`src/rtl/clic_cfg.svh`:
```
// clic configuration constants
`ifndef CLIC_CFG_SVH
`define CLIC_CFG_SVH

// vector table size and field widths
`define CLIC_VEC_SIZE    8
`define CLIC_PRIO_WIDTH  3
`define CLIC_PC_WIDTH    16   // byte address of instruction memory
`define CLIC_XLEN        32
`define CLIC_CSR_AW      12
`define CLIC_ZIMM_WIDTH  5

// one return slot per priority level
`define CLIC_STACK_DEPTH (1 << `CLIC_PRIO_WIDTH)

// csr map
`define CLIC_CSR_TIMER      12'h400
`define CLIC_CSR_THRESH     12'h347
`define CLIC_CSR_DEPTH      12'h350  // read only
`define CLIC_CSR_VEC_BASE   12'hB00
`define CLIC_CSR_ENTRY_BASE 12'hB20

// pc of all ones marks a return from interrupt
`define CLIC_RET_MARKER {`CLIC_PC_WIDTH{1'b1}}

`endif
```
`src/rtl/clic_pkg.sv`:
```
// clic shared types
`include "clic_cfg.svh"

package clic_pkg;

  typedef logic [`CLIC_XLEN-1:0]         word_t;
  typedef logic [`CLIC_CSR_AW-1:0]       csr_addr_t;
  typedef logic [`CLIC_PRIO_WIDTH-1:0]   prio_t;
  typedef logic [`CLIC_PRIO_WIDTH:0]     depth_t;     // 0 up to full stack
  typedef logic [`CLIC_PC_WIDTH-1:0]     pc_t;
  typedef logic [`CLIC_PC_WIDTH-3:0]     vec_addr_t;  // word address

  // funct3 encoding of the zicsr instructions
  typedef enum logic [2:0] {
    CSR_RW  = 3'b001,
    CSR_RS  = 3'b010,
    CSR_RC  = 3'b011,
    CSR_RWI = 3'b101,
    CSR_RSI = 3'b110,
    CSR_RCI = 3'b111
  } csr_op_e;

  typedef enum logic {
    PC_NORMAL    = 1'b0,
    PC_INTERRUPT = 1'b1
  } pc_sel_e;

  typedef struct packed {
    prio_t prio;
    logic  enabled;
    logic  pended;   // lsb, reachable by a 5 bit immediate
  } entry_t;

  typedef struct packed {
    pc_t   pc;
    prio_t thresh;
  } stack_entry_t;

  // new csr value for write, set and clear ops
  function automatic word_t csr_wdata(csr_op_e op, word_t old, word_t rs1,
                                      logic [`CLIC_ZIMM_WIDTH-1:0] zimm);
    word_t src;
    src = (op inside {CSR_RWI, CSR_RSI, CSR_RCI}) ? word_t'(zimm) : rs1;
    case (op)
      CSR_RW, CSR_RWI: return src;
      CSR_RS, CSR_RSI: return old | src;
      CSR_RC, CSR_RCI: return old & ~src;
      default:         return old;  // reserved codes leave the register alone
    endcase
  endfunction

endpackage

```
`src/rtl/clic_update_if.sv`:
```
// arbiter state updates
`timescale 1ns/1ps
`include "clic_cfg.svh"

interface clic_update_if
  import clic_pkg::*;
();

  logic [`CLIC_VEC_SIZE-1:0] pend_clr;     // one hot
  logic                      thresh_we;
  prio_t                     thresh_data;
  logic                      push;
  logic                      pop;

  modport arbiter (
    output pend_clr, thresh_we, thresh_data, push, pop
  );

  modport bank (
    input pend_clr, thresh_we, thresh_data
  );

  modport stack (
    input push, pop
  );

endinterface

```
`src/rtl/clic_csr_if.sv`:
```
// core csr access bundle
`timescale 1ns/1ps
`include "clic_cfg.svh"

interface clic_csr_if
  import clic_pkg::*;
();

  logic                        csr_enable;  // single cycle strobe
  csr_addr_t                   csr_addr;
  csr_op_e                     csr_op;
  logic [`CLIC_ZIMM_WIDTH-1:0] rs1_zimm;
  word_t                       rs1_data;

  // register bank view
  modport bank (
    input csr_enable, csr_addr, csr_op, rs1_zimm, rs1_data
  );

  // timer only needs its own address, same signals
  modport timer (
    input csr_enable, csr_addr, csr_op, rs1_zimm, rs1_data
  );

endinterface

```
`src/rtl/clic_top.sv`:
```
// core local interrupt controller
`timescale 1ns/1ps
`include "clic_cfg.svh"

module clic_top
  import clic_pkg::*;
(
  input  logic                        clk,
  input  logic                        reset_i,
  input  logic                        csr_enable_i,
  input  csr_addr_t                   csr_addr_i,
  input  csr_op_e                     csr_op_i,
  input  logic [`CLIC_ZIMM_WIDTH-1:0] rs1_zimm_i,
  input  word_t                       rs1_data_i,
  input  pc_t                         pc_i,
  output word_t                       csr_data_o,
  output pc_t                         int_addr_o,
  output pc_sel_e                     pc_sel_o,
  output depth_t                      level_o,     // stack depth
  output logic                        interrupt_o
);

  clic_csr_if    csr_if ();
  clic_update_if upd_if ();

  entry_t    [`CLIC_VEC_SIZE-1:0] entries;
  vec_addr_t [`CLIC_VEC_SIZE-1:0] vectors;
  prio_t                          thresh;
  word_t                          timer_count;
  logic                           timer_pend;
  stack_entry_t                   stack_top;

  assign csr_if.csr_enable = csr_enable_i;
  assign csr_if.csr_addr   = csr_addr_i;
  assign csr_if.csr_op     = csr_op_i;
  assign csr_if.rs1_zimm   = rs1_zimm_i;
  assign csr_if.rs1_data   = rs1_data_i;

  // input side
  clic_csr_bank csr_bank_inst (
    .clk, .reset_i, .csr(csr_if.bank), .upd(upd_if.bank),
    .timer_data_i(timer_count), .timer_pend_i(timer_pend), .depth_i(level_o),
    .entries_o(entries), .vectors_o(vectors), .thresh_o(thresh), .csr_data_o
  );

  clic_timer timer_inst (
    .clk, .reset_i, .csr(csr_if.timer), .count_o(timer_count), .pend_req_o(timer_pend)
  );

  // processing
  clic_arbiter arbiter_inst (
    .entries_i(entries), .vectors_i(vectors), .thresh_i(thresh), .pc_i,
    .top_i(stack_top), .upd(upd_if.arbiter), .int_addr_o, .pc_sel_o, .interrupt_o
  );

  // output side
  clic_epc_stack epc_stack_inst (
    .clk, .reset_i, .upd(upd_if.stack), .pc_i, .thresh_i(thresh),
    .top_o(stack_top), .depth_o(level_o)
  );

endmodule

```
`src/rtl/clic_epc_stack.sv`:
```
// return pc and threshold stack
`timescale 1ns/1ps
`include "clic_cfg.svh"

module clic_epc_stack
  import clic_pkg::*;
(
  input  logic            clk,
  input  logic            reset_i,
  clic_update_if.stack    upd,
  input  pc_t             pc_i,
  input  prio_t           thresh_i,
  output stack_entry_t    top_o,
  output depth_t          depth_o
);

  stack_entry_t               mem [`CLIC_STACK_DEPTH];
  depth_t                     depth_q;
  logic [`CLIC_PRIO_WIDTH-1:0] wr_ptr;
  logic [`CLIC_PRIO_WIDTH-1:0] top_ptr;
  logic                       do_push;
  logic                       do_pop;

  // overflow and underflow are dropped here
  assign do_push = upd.push && (depth_q != depth_t'(`CLIC_STACK_DEPTH));
  assign do_pop  = upd.pop && (depth_q != '0);

  assign wr_ptr  = depth_q[`CLIC_PRIO_WIDTH-1:0];
  assign top_ptr = wr_ptr - 1'b1;  // wraps to the last slot when full

  always_ff @(posedge clk) begin
    if (do_push) begin
      mem[wr_ptr] <= '{pc: pc_i, thresh: thresh_i};
    end
  end

  always_ff @(posedge clk) begin
    if (reset_i) begin
      depth_q <= '0;
    end else if (do_push) begin
      depth_q <= depth_q + 1'b1;
    end else if (do_pop) begin
      depth_q <= depth_q - 1'b1;
    end
  end

  // empty stack shows zeros instead of stale slots
  assign top_o   = (depth_q == '0) ? '0 : mem[top_ptr];
  assign depth_o = depth_q;

endmodule

```
`src/rtl/clic_arbiter.sv`:
```
// priority search and interrupt decision
`timescale 1ns/1ps
`include "clic_cfg.svh"

module clic_arbiter
  import clic_pkg::*;
(
  input  entry_t    [`CLIC_VEC_SIZE-1:0] entries_i,
  input  vec_addr_t [`CLIC_VEC_SIZE-1:0] vectors_i,
  input  prio_t                          thresh_i,
  input  pc_t                            pc_i,
  input  stack_entry_t                   top_i,
  clic_update_if.arbiter                 upd,
  output pc_t                            int_addr_o,
  output pc_sel_e                        pc_sel_o,
  output logic                           interrupt_o
);

  typedef logic [$clog2(`CLIC_VEC_SIZE)-1:0] idx_t;

  prio_t     win_prio;
  vec_addr_t win_vec;
  idx_t      win_idx;
  logic      win_valid;
  logic      at_marker;

  assign at_marker = pc_i == `CLIC_RET_MARKER;

  // linear scan, seeded with the threshold so only prio >= thresh can win
  always_comb begin
    win_prio  = thresh_i;
    win_vec   = '0;
    win_idx   = '0;
    win_valid = 1'b0;
    for (int k = 0; k < `CLIC_VEC_SIZE; k++) begin
      // >= lets the later index win a tie
      if (entries_i[k].enabled && entries_i[k].pended &&
          (entries_i[k].prio >= win_prio)) begin
        win_prio  = entries_i[k].prio;
        win_vec   = vectors_i[k];
        win_idx   = idx_t'(k);
        win_valid = 1'b1;
      end
    end
  end

  // take, tail-chain, return or none
  always_comb begin
    upd.pend_clr    = '0;
    upd.thresh_we   = 1'b0;
    upd.thresh_data = '0;
    upd.push        = 1'b0;
    upd.pop         = 1'b0;
    int_addr_o      = pc_i;
    pc_sel_o        = PC_NORMAL;
    interrupt_o     = 1'b0;

    if (win_valid && (win_prio > thresh_i)) begin
      // take: save pc and raise the threshold
      upd.push              = 1'b1;
      upd.thresh_we         = 1'b1;
      upd.thresh_data       = win_prio;
      upd.pend_clr[win_idx] = 1'b1;
      int_addr_o            = {win_vec, 2'b00};  // word to byte address
      pc_sel_o              = PC_INTERRUPT;
      interrupt_o           = 1'b1;
    end else if (at_marker && win_valid) begin
      // tail-chain, stack and threshold stay as they are
      upd.pend_clr[win_idx] = 1'b1;
      int_addr_o            = {win_vec, 2'b00};
      pc_sel_o              = PC_INTERRUPT;
      interrupt_o           = 1'b1;
    end else if (at_marker) begin
      // return to the saved pc
      upd.pop         = 1'b1;
      upd.thresh_we   = 1'b1;
      upd.thresh_data = top_i.thresh;
      int_addr_o      = top_i.pc;
      pc_sel_o        = PC_INTERRUPT;
    end
  end

endmodule

```
`src/rtl/clic_timer.sv`:
```
// down counting timer csr
`timescale 1ns/1ps
`include "clic_cfg.svh"

module clic_timer
  import clic_pkg::*;
(
  input  logic     clk,
  input  logic     reset_i,
  clic_csr_if.timer csr,
  output word_t    count_o,
  output logic     pend_req_o
);

  word_t count_q;
  logic  timer_we;

  assign timer_we = csr.csr_enable && (csr.csr_addr == `CLIC_CSR_TIMER);

  always_ff @(posedge clk) begin
    if (reset_i) begin
      count_q <= '0;
    end else if (timer_we) begin
      count_q <= csr_wdata(csr.csr_op, count_q, csr.rs1_data, csr.rs1_zimm);
    end else if (count_q != '0) begin
      count_q <= count_q - word_t'(1);  // stops at zero
    end
  end

  // one pulse on the 1 -> 0 step, a write in that cycle cancels it
  assign pend_req_o = !timer_we && (count_q == word_t'(1));
  assign count_o    = count_q;

endmodule

```
`src/rtl/clic_csr_bank.sv`:
```
// vector table and threshold registers
`timescale 1ns/1ps
`include "clic_cfg.svh"

module clic_csr_bank
  import clic_pkg::*;
(
  input  logic                            clk,
  input  logic                            reset_i,
  clic_csr_if.bank                        csr,
  clic_update_if.bank                     upd,
  input  word_t                           timer_data_i,
  input  logic                            timer_pend_i,
  input  depth_t                          depth_i,
  output entry_t    [`CLIC_VEC_SIZE-1:0]  entries_o,
  output vec_addr_t [`CLIC_VEC_SIZE-1:0]  vectors_o,
  output prio_t                           thresh_o,
  output word_t                           csr_data_o
);

  entry_t    [`CLIC_VEC_SIZE-1:0] entries_q;
  entry_t    [`CLIC_VEC_SIZE-1:0] entries_d;
  vec_addr_t [`CLIC_VEC_SIZE-1:0] vectors_q;
  prio_t                          thresh_q;
  logic      [`CLIC_VEC_SIZE-1:0] vec_sel;
  logic      [`CLIC_VEC_SIZE-1:0] entry_sel;
  logic                           thresh_sel;
  word_t                          wval;

  // address decode
  always_comb begin
    for (int k = 0; k < `CLIC_VEC_SIZE; k++) begin
      vec_sel[k]   = csr.csr_addr == `CLIC_CSR_VEC_BASE + csr_addr_t'(k);
      entry_sel[k] = csr.csr_addr == `CLIC_CSR_ENTRY_BASE + csr_addr_t'(k);
    end
  end

  assign thresh_sel = csr.csr_addr == `CLIC_CSR_THRESH;

  // old value is whatever the read mux shows for this address
  assign wval = csr_wdata(csr.csr_op, csr_data_o, csr.rs1_data, csr.rs1_zimm);

  // csr write first, then arbiter clear and timer set on top
  always_comb begin
    entries_d = entries_q;
    for (int k = 0; k < `CLIC_VEC_SIZE; k++) begin
      if (csr.csr_enable && entry_sel[k]) begin
        entries_d[k] = entry_t'(wval[$bits(entry_t)-1:0]);
      end
      if (upd.pend_clr[k]) begin
        entries_d[k].pended = 1'b0;
      end
    end
    if (timer_pend_i) begin
      entries_d[0].pended = 1'b1;  // timer owns vector 0
    end
  end

  always_ff @(posedge clk) begin
    if (reset_i) begin
      entries_q <= '0;
      vectors_q <= '0;
      thresh_q  <= '0;
    end else begin
      entries_q <= entries_d;
      for (int k = 0; k < `CLIC_VEC_SIZE; k++) begin
        if (csr.csr_enable && vec_sel[k]) begin
          vectors_q[k] <= wval[$bits(vec_addr_t)-1:0];
        end
      end
      if (upd.thresh_we) begin
        thresh_q <= upd.thresh_data;  // take or return beats the core
      end else if (csr.csr_enable && thresh_sel) begin
        thresh_q <= wval[$bits(prio_t)-1:0];
      end
    end
  end

  // read data, combinational from the address only
  always_comb begin
    csr_data_o = '0;
    if (csr.csr_addr == `CLIC_CSR_TIMER) begin
      csr_data_o = timer_data_i;
    end else if (thresh_sel) begin
      csr_data_o[$bits(prio_t)-1:0] = thresh_q;
    end else if (csr.csr_addr == `CLIC_CSR_DEPTH) begin
      csr_data_o[$bits(depth_t)-1:0] = depth_i;
    end else begin
      for (int k = 0; k < `CLIC_VEC_SIZE; k++) begin
        if (vec_sel[k]) begin
          csr_data_o[$bits(vec_addr_t)-1:0] = vectors_q[k];
        end
        if (entry_sel[k]) begin
          csr_data_o[$bits(entry_t)-1:0] = entries_q[k];
        end
      end
    end
  end

  assign entries_o = entries_q;
  assign vectors_o = vectors_q;
  assign thresh_o  = thresh_q;

endmodule

```
`config.mk`:
```
export PLATFORM = sky130hd
export DESIGN_NAME = clic_top
export DESIGN_NICKNAME = d
export VERILOG_FILES = /design/src/rtl/clic_pkg.sv /design/src/rtl/clic_update_if.sv /design/src/rtl/clic_csr_if.sv /design/src/rtl/clic_top.sv /design/src/rtl/clic_epc_stack.sv /design/src/rtl/clic_arbiter.sv /design/src/rtl/clic_timer.sv /design/src/rtl/clic_csr_bank.sv
export VERILOG_INCLUDE_DIRS = /design/src /design/src/rtl
export SDC_FILE = /design/constraint.sdc
export NUM_CORES = 1
export LEC_CHECK = 0
export BUFFER_PORTS_ARGS = -buffer_cell sky130_fd_sc_hd__buf_2
export CAP_MARGIN = 30
export CORE_MARGIN = 2
export CORE_UTILIZATION = 35
export DETAILED_ROUTE_END_ITERATION = 12
export GPL_ROUTABILITY_DRIVEN = 0
export GPL_TIMING_DRIVEN = 0
export PLACE_DENSITY_LB_ADDON = 0.08
export SYNTH_ARGS = -nofsm -noshare
export SYNTH_HDL_FRONTEND = slang
export SYNTH_SLANG_ARGS = --single-unit
```
`constraint.sdc`:
```
create_clock -name clk -period 46.4 [get_ports clk]
set_input_delay 6.96 -clock clk [delete_from_list [all_inputs] [get_ports clk]]
set_output_delay 6.96 -clock clk [all_outputs]
set_load 0.02 [all_outputs]
```
* Yosys cells after proc, flatten, opt, wreduce, memory -nomap -nowiden
Memory sizes are Yosys's and may differ from the RTL's. Cells that the tools add are included.
Word-level totals: output and inout port bits 54, bits of input ports 71, memories kept 1, bits in writable memories 152, register bits after elaboration 191, word-level logic and storage cells 244
Memories:
- epc_stack_inst.mem | words 8, bits a word 19, rd ports 1, clocked after memory_dff 0, wr ports 1, RTL line clic_epc_stack.sv:17 | stack_entry_t mem [`CLIC_STACK_DEPTH];
Cells by class: reduce and logical (&&, ||, !) cells 60, bitwise gates (word level) 5, multiplexer cells 99, equality and inequality tests 29, $lt $le $gt $ge 11, add/subtract/negate cells 4
Operator list (count):
- 14-bit 2-to-1 mux | 29
- 12-bit == test, second input constant | 16
- 32-bit 2-to-1 mux | 3
- 32-bit one-hot mux with 3 select lines | 1
- 3-bit 2-to-1 mux | 18
- 16-bit 2-to-1 mux | 3
- 14-bit one-hot mux with 3 select lines | 1
- 1-bit logical AND | 40
- 5-bit 2-to-1 mux | 8
- 32-bit bitwise AND | 1
- 32-bit by 1-bit == test with 1-bit output, second input constant | 1
- 32-bit NOT | 1
- 32-bit bitwise OR | 1
- 32-bit nonzero test | 1
- 32-bit by 1-bit subtractor with 32-bit output, second input constant | 1
- 12-bit by 10-bit == test with 1-bit output, second input constant | 2
- 3-bit greater-or-equal comparator | 8
- 1-bit 2-to-1 mux | 24
- 2-bit OR reduction | 10
- 19-bit 2-to-1 mux | 1
- 18-bit 2-to-1 mux | 1
- 16-bit == test, second input constant | 1
- 8-bit 2-to-1 mux | 2
- 14-bit bitwise AND | 1
- 23 further kinds | 33

* Longest topological paths before layout
depth in word-level cells 37, gate-level depth with buffers 71, depth with buffers taken out 67

* Cells and area by module
Synthesis repeated with hierarchy kept, for this count alone.
Second synthesis, totals: cells, all modules 2223, area total of the unflattened synthesis 19945.4 um^2
Modules (own cells, without submodules):
- clic_csr_bank | times used 1, sequential area each 3103.0 um^2, area an instance 8438.1 um^2, cells an instance 1124
- clic_epc_stack | times used 1, sequential area each 4644.5 um^2, area an instance 6164.7 um^2, cells an instance 313
- clic_timer | times used 1, sequential area each 640.6 um^2, area an instance 2835.2 um^2, cells an instance 390
- clic_arbiter | times used 1, sequential area each 0.0 um^2, area an instance 2507.4 um^2, cells an instance 396

* Worst setup path after synthesis
OpenSTA, ideal clock, no wires.
path kind reg-to-output, start register csr_bank_inst.thresh_q[2], in the netlist csr_bank_inst.thresh_o[2], end output port int_addr_o[10], setup slack 26272 ps, buffers on the path 5, required time 39440 ps, data arrival time 13168 ps, cell stages (with the launch flop) 68, path through dfxtp_1 -> inv_1 -> ha_1 -> a21o_1 -> a31oi_2 -> nor2_1 -> mux2_2 -> ha_1 -> nor2b_1 -> a211oi_1 -> a21o_1 -> and4_1 -> nor3_1 -> ha_1 -> nand2b_1 -> o21ai_0 -> o311ai_1 -> o21ai_1 -> (+32 left out) -> nand2b_1 -> a21oi_1 -> nor2b_1 -> o211ai_1 -> clkbuf_1 -> nor2_1 -> a21oi_1 -> ha_1 -> nor2b_1 -> o21ai_0 -> inv_1 -> o21a_1 -> nor2_1 -> inv_1 -> nand2_1 -> a31oi_1 -> buf_2 -> a221o_1
Between the ends: cells in the longest elaborated chain, start to end 27, elaborated cells between the ends (all ways) 45, classes of those cells order compare (9); mux (26); reduce/logical (10)
RTL lines:
- start: declaration | RTL line clic_csr_bank.sv:24 | prio_t thresh_q;
- start signal: assignment | RTL line clic_csr_bank.sv:72 | thresh_q <= upd.thresh_data;
- start signal: assignment | RTL line clic_csr_bank.sv:74 | thresh_q <= wval[$bits(prio_t)-1:0];
- 3-bit greater-or-equal comparator | RTL line clic_arbiter.sv:38 | (entries_i[k].prio >= win_prio)) begin
- 1-bit logical AND | RTL line clic_arbiter.sv:37 | if (entries_i[k].enabled && entries_i[k].pended &&
- 3-bit 2-to-1 mux | RTL line clic_arbiter.sv:37
- 3-bit greater-or-equal comparator | RTL line clic_arbiter.sv:38
- 1-bit logical AND | RTL line clic_arbiter.sv:37
- 3-bit 2-to-1 mux | RTL line clic_arbiter.sv:37
- 3-bit greater-or-equal comparator | RTL line clic_arbiter.sv:38
- 1-bit logical AND | RTL line clic_arbiter.sv:37
- (+11 left out)
- 1-bit logical AND | RTL line clic_arbiter.sv:37
- 3-bit 2-to-1 mux | RTL line clic_arbiter.sv:37
- 3-bit greater-or-equal comparator | RTL line clic_arbiter.sv:38
- 1-bit logical AND | RTL line clic_arbiter.sv:37
- 3-bit 2-to-1 mux / 1-bit 2-to-1 mux (equally long branches) | RTL line clic_arbiter.sv:37
- 3-bit > comparator / 1-bit logical AND (equally long branches) | RTL line clic_arbiter.sv:58, clic_arbiter.sv:67
- 1-bit logical AND / 16-bit 2-to-1 mux (equally long branches) | RTL line clic_arbiter.sv:58, clic_arbiter.sv:67
- 16-bit 2-to-1 mux * | RTL line clic_arbiter.sv:58 | if (win_valid && (win_prio > thresh_i)) begin
- end: declaration | RTL line clic_top.sv:17 | output pc_t int_addr_o,
Every way passes the cells marked *; elsewhere a longest branch is shown, timed or not.

* Worst setup path after layout
start register csr_bank_inst.thresh_q[2], in the netlist csr_bank_inst.thresh_o[2], end output port int_addr_o[6]
Same word-level chain as after synthesis.

==> metrics.log <==
[metrics] hold buffer count at CTS: 0
[metrics] maximum single-stage delay on the critical path: 0.79 ns
[metrics] number of maximum-capacitance constraint violations: 0
[metrics] remaining global-route overflow: 0
[metrics] Num CTS Buffers: 41
[metrics] Resized Gates After CTS: 0
[metrics] Die ar.: around 56000 um2
[metrics] Synth Cell Area: between 15000 and 20000 um2
[metrics] Max Fclk: 39.11 MHz
[metrics] total setup buffers inserted after CTS: 0
[metrics] wire length of the first global-routing pass: between 100000 and 150000 um
[metrics] Most Frequent Cell on Critical Path: ha_1
[metrics] critical path type: reg2out
[metrics] overall routed net length: roughly 77000 um
[metrics] Worst EP arrival: about 19 ns
[metrics] Rows: 84
[metrics] setup total negative slack: 0 ns
[metrics] endpoint of the worst register-to-register path: epc_stack_inst.depth_o[3]
[metrics] antenna violations before repair: 5
[metrics] top cell family by delay on the critical path: compound AO/OA/AOI/OAI gates
[metrics] power per cell area: ~38 nW/um2
[metrics] IR Drop Worst-Case VDD: approximately 0.000028 V
[metrics] flip-flop and latch count after synthesis: about 340
[metrics] router iterations before antenna repair: 6
[metrics] Endpoint, Worst Hold: csr_bank_inst.vectors_o[76]
[metrics] Cell variety after synth: 87
[metrics] post-synthesis area per instance: 8.962 um2
[metrics] area added between synthesis and finish: 17.45%
[metrics] TritonCTS clock tree: done
[metrics] # port buffers: ~120
[metrics] fraction of registers with async set or reset after synthesis: 0
[metrics] required time reported for the critical path endpoint: 39.44 ns
[metrics] Worst Reg2Reg Path Length in Cells: between 60 and 70
[metrics] yosys warns: 0
[metrics] Cells on Worst Hold Path: 2
[metrics] CP max-delay cell: dfxtp_1
[metrics] placeable core area: around 53000 um2
[metrics] share of layout cells above drive strength 1: 0.1400
[metrics] first-iteration detailed-routing DRC count: roughly 1700
[metrics] area of all sequential standard cells: 8388 um2
[metrics] start of the worst register-to-register path: csr_bank_inst.thresh_o[2]
[metrics] sequential element share of the synthesized area: 0.4468
[metrics] top fanout value on the critical path: 12
[metrics] Min Clock Period, post-route: 25.57 ns
[metrics] width of the die: 235.6 um
[metrics] setup repair after global routing missed its margin: no
[metrics] drt drc: 0
[metrics] final number of hold-violating endpoints: 0
[metrics] Clock Latency Late Sink: between 0.5 and 0.6 ns
[metrics] leading cell types in the layout, fill and taps excluded: nand2_1, a21oi_1, nor2_1
[metrics] GRT Resource Usage Total: 0.2700
[metrics] wire per inst: approximately 25 um
[metrics] Gate Count Post-Synth: ~2100
[metrics] Fillers: ~5300
[metrics] start point of the worst hold path: csr_bank_inst.vectors_o[76]
[metrics] maximum number of buffers from clock root to sink: 3
[metrics] most common library cell in the layout ignoring fill and taps: nand2_1
[metrics] total via count in the routed design: 17689
[metrics] headroom to the max-slew limit: 0.2965
[metrics] fraction of the core area covered by cells at the end of the flow: 0.4180
[metrics] final HPWL from detailed placement: ~60000 um
[metrics] multi-input combinational cell area: 9573 um2
[metrics] kind of end point of the critical path: primary output
[metrics] nets@finish: between 2000 and 2500
[metrics] master cell of the clock root buffer: clkbuf_16
[metrics] die extent in y: 235.6 um
[metrics] Net Count, Synth: 2192
[metrics] HP Class: reg2reg
[metrics] via count of the first global-routing pass: ~17000
[metrics] H-Tree Level Count: 2
[metrics] post-route clock period utilization: 0.5510
[metrics] setup skew after layout: 0.02250 ns
[metrics] Initial Util: 0.3559
[metrics] TritonCTS Sinks: around 340
[metrics] reg-to-reg slack, setup: ~28 ns
[metrics] post-route antenna net violation count: 0
[metrics] top flip-flop cell by instance count after synthesis: dfxtp_1
[metrics] actual transition at the worst max-transition pin: around 1.0 ns
[metrics] clk slew on worst S/H paths: 0.06 ns
[metrics] number of ports placed on the die boundary: 125
[metrics] ratio of routed vias to standard cells: roughly 5.9
[metrics] total count of max-transition violations in the final report: 0
[metrics] number of enable-type register cells in the synthesized netlist: 152
[metrics] outcome: finished, final reports clean
[metrics] maximum number of pins on one net before global-route repair: 14
[metrics] static leakage power: 7.645 nW
[metrics] critical path buffer and inverter count: 9
[metrics] critical path startpoint category: register
[metrics] number of setup violations in the final report: 0
## Yosys cell counts (all sizes together) (9+ instances only)
cell type / instances / area share
nand2: 357 / 0.071
a21oi: 215 / 0.058
nor2: 196 / 0.039
dfxtp: 191 / 0.20
edfxtp: 152 / 0.24
clkbuf: 134 / 0.027
o21ai: 93 / 0.025
nor3: 71 / 0.020
inv: 55 / 0.011
nand3: 54 / 0.015
mux2i: 48 / 0.026
mux4: 38 / 0.046
and2: 37 / 0.012
a211oi: 31 / 0.012
buf: 26 / 0.0075
nor4: 26 / 0.013
ha: 25 / 0.017
xnor2: 24 / 0.011
o211ai: 23 / 0.0095
a31oi: 22 / 0.0085
a22oi: 21 / 0.0084
nand4: 19 / 0.0063
o211a: 19 / 0.010
a221o: 17 / 0.0091
a222oi: 17 / 0.0091
a22o: 15 / 0.0070
o311ai: 15 / 0.0070
and3: 13 / 0.0043
nand2b: 12 / 0.0040
a221oi: 11 / 0.0055
mux2: 10 / 0.0060
nor3b: 9 / 0.0036
## how the worst max path moves through the flow
stage                                         start              to  slack (ns)  cells past startpoint
after floorplan           csr_bank_inst.thresh_o[2]  int_addr_o[10]       26.27                     67
after global placement    csr_bank_inst.thresh_o[2]   int_addr_o[6]       21.96                     67
after detailed placement  csr_bank_inst.thresh_o[2]   int_addr_o[6]       21.66                     67
after CTS                 csr_bank_inst.thresh_o[2]   int_addr_o[6]       21.01                     67
after global routing      csr_bank_inst.thresh_o[2]   int_addr_o[6]       19.97                     67
final                     csr_bank_inst.thresh_o[2]   int_addr_o[6]       20.83                     67
## sequential cells by signal, indices dropped and copies added (netlist names)
signal	flops
csr_bank_inst.thresh_o	3
csr_bank_inst.vectors_o	112
epc_stack_inst.mem	152
timer_inst.count_o	32
csr_bank_inst.entries_o	40
epc_stack_inst.depth_o	4
## worst reg2reg max path, delay by kind of cell, from the launching register on
family	cells	cell delay, ns
AO/OA/AOI/OAI	27	6.29
AND/OR/NAND/NOR	18	3.79
adder cells (fa/ha/maj)	11	3.30
buffers and inverters	7	2.00
multiplexers	5	1.94
flip-flops	1	0.79
## area by class of cell
| type | count | area share |
|---|---|---|
| multi-input cells | 1537 | 0.4341 |
| flip-flops and latches | 343 | 0.3804 |
| clock buffers | 52 | 0.05021 |
| repair buffers | 150 | 0.04187 |
| well taps | 688 | 0.03904 |
| plain buffers | 160 | 0.02916 |
| clock inverters | 24 | 0.01566 |
| inverters | 55 | 0.009362 |
| diodes | 2 | 0.0002270 |
## per-layer routing
layer / share of wire / vias up / global-route usage
li1: - / 8069 / -
met1: 0.43 / 8727 / 0.3551
met2: 0.46 / 717 / 0.4387
met3: 0.065 / 170 / 0.04257
met4: 0.043 / 6 / 0.1202
met5: 0.00037 / - / 0
## stage by stage
step           worst slack [ns]  instances  power (W)  instance area, um2  hold slack (ns)
2_1_floorplan             26.27       2095  0.0004393               18780           0.4443
3_3_place_gp              21.96       2906  0.0004940               20250           0.4549
3_5_place_dp              21.66       2933  0.0004971               20590           0.4626
4_1_cts                   21.01       3009  0.0008468               22050           0.4706
5_1_grt                   19.97       3009  0.0008769               22050           0.4842
6_report                  20.83       3011  0.0008455               22050           0.4726
## cells by family after synthesis
kind of cell	count (synthesis)	synth area share
AND/OR/NAND/NOR	830	0.2028
buffers and inverters	215	0.04525
multiplexers	96	0.07717
AO/OA/AOI/OAI	556	0.1967
flip-flops	343	0.4468
adder cells (fa/ha/maj)	28	0.01879
XOR/XNOR	27	0.01260
## report_power, final
group / internal [W] / total (W) / switching [W] / leakage [nW]
logic: 0.0000475 / 0.000148 / 0.000100 / 4.05
clock network: 0.000210 / 0.000350 / 0.000140 / 0.713
registers: 0.000326 / 0.000347 / 0.0000213 / 2.89
Note: power is estimated with default switching activity, not from simulation.
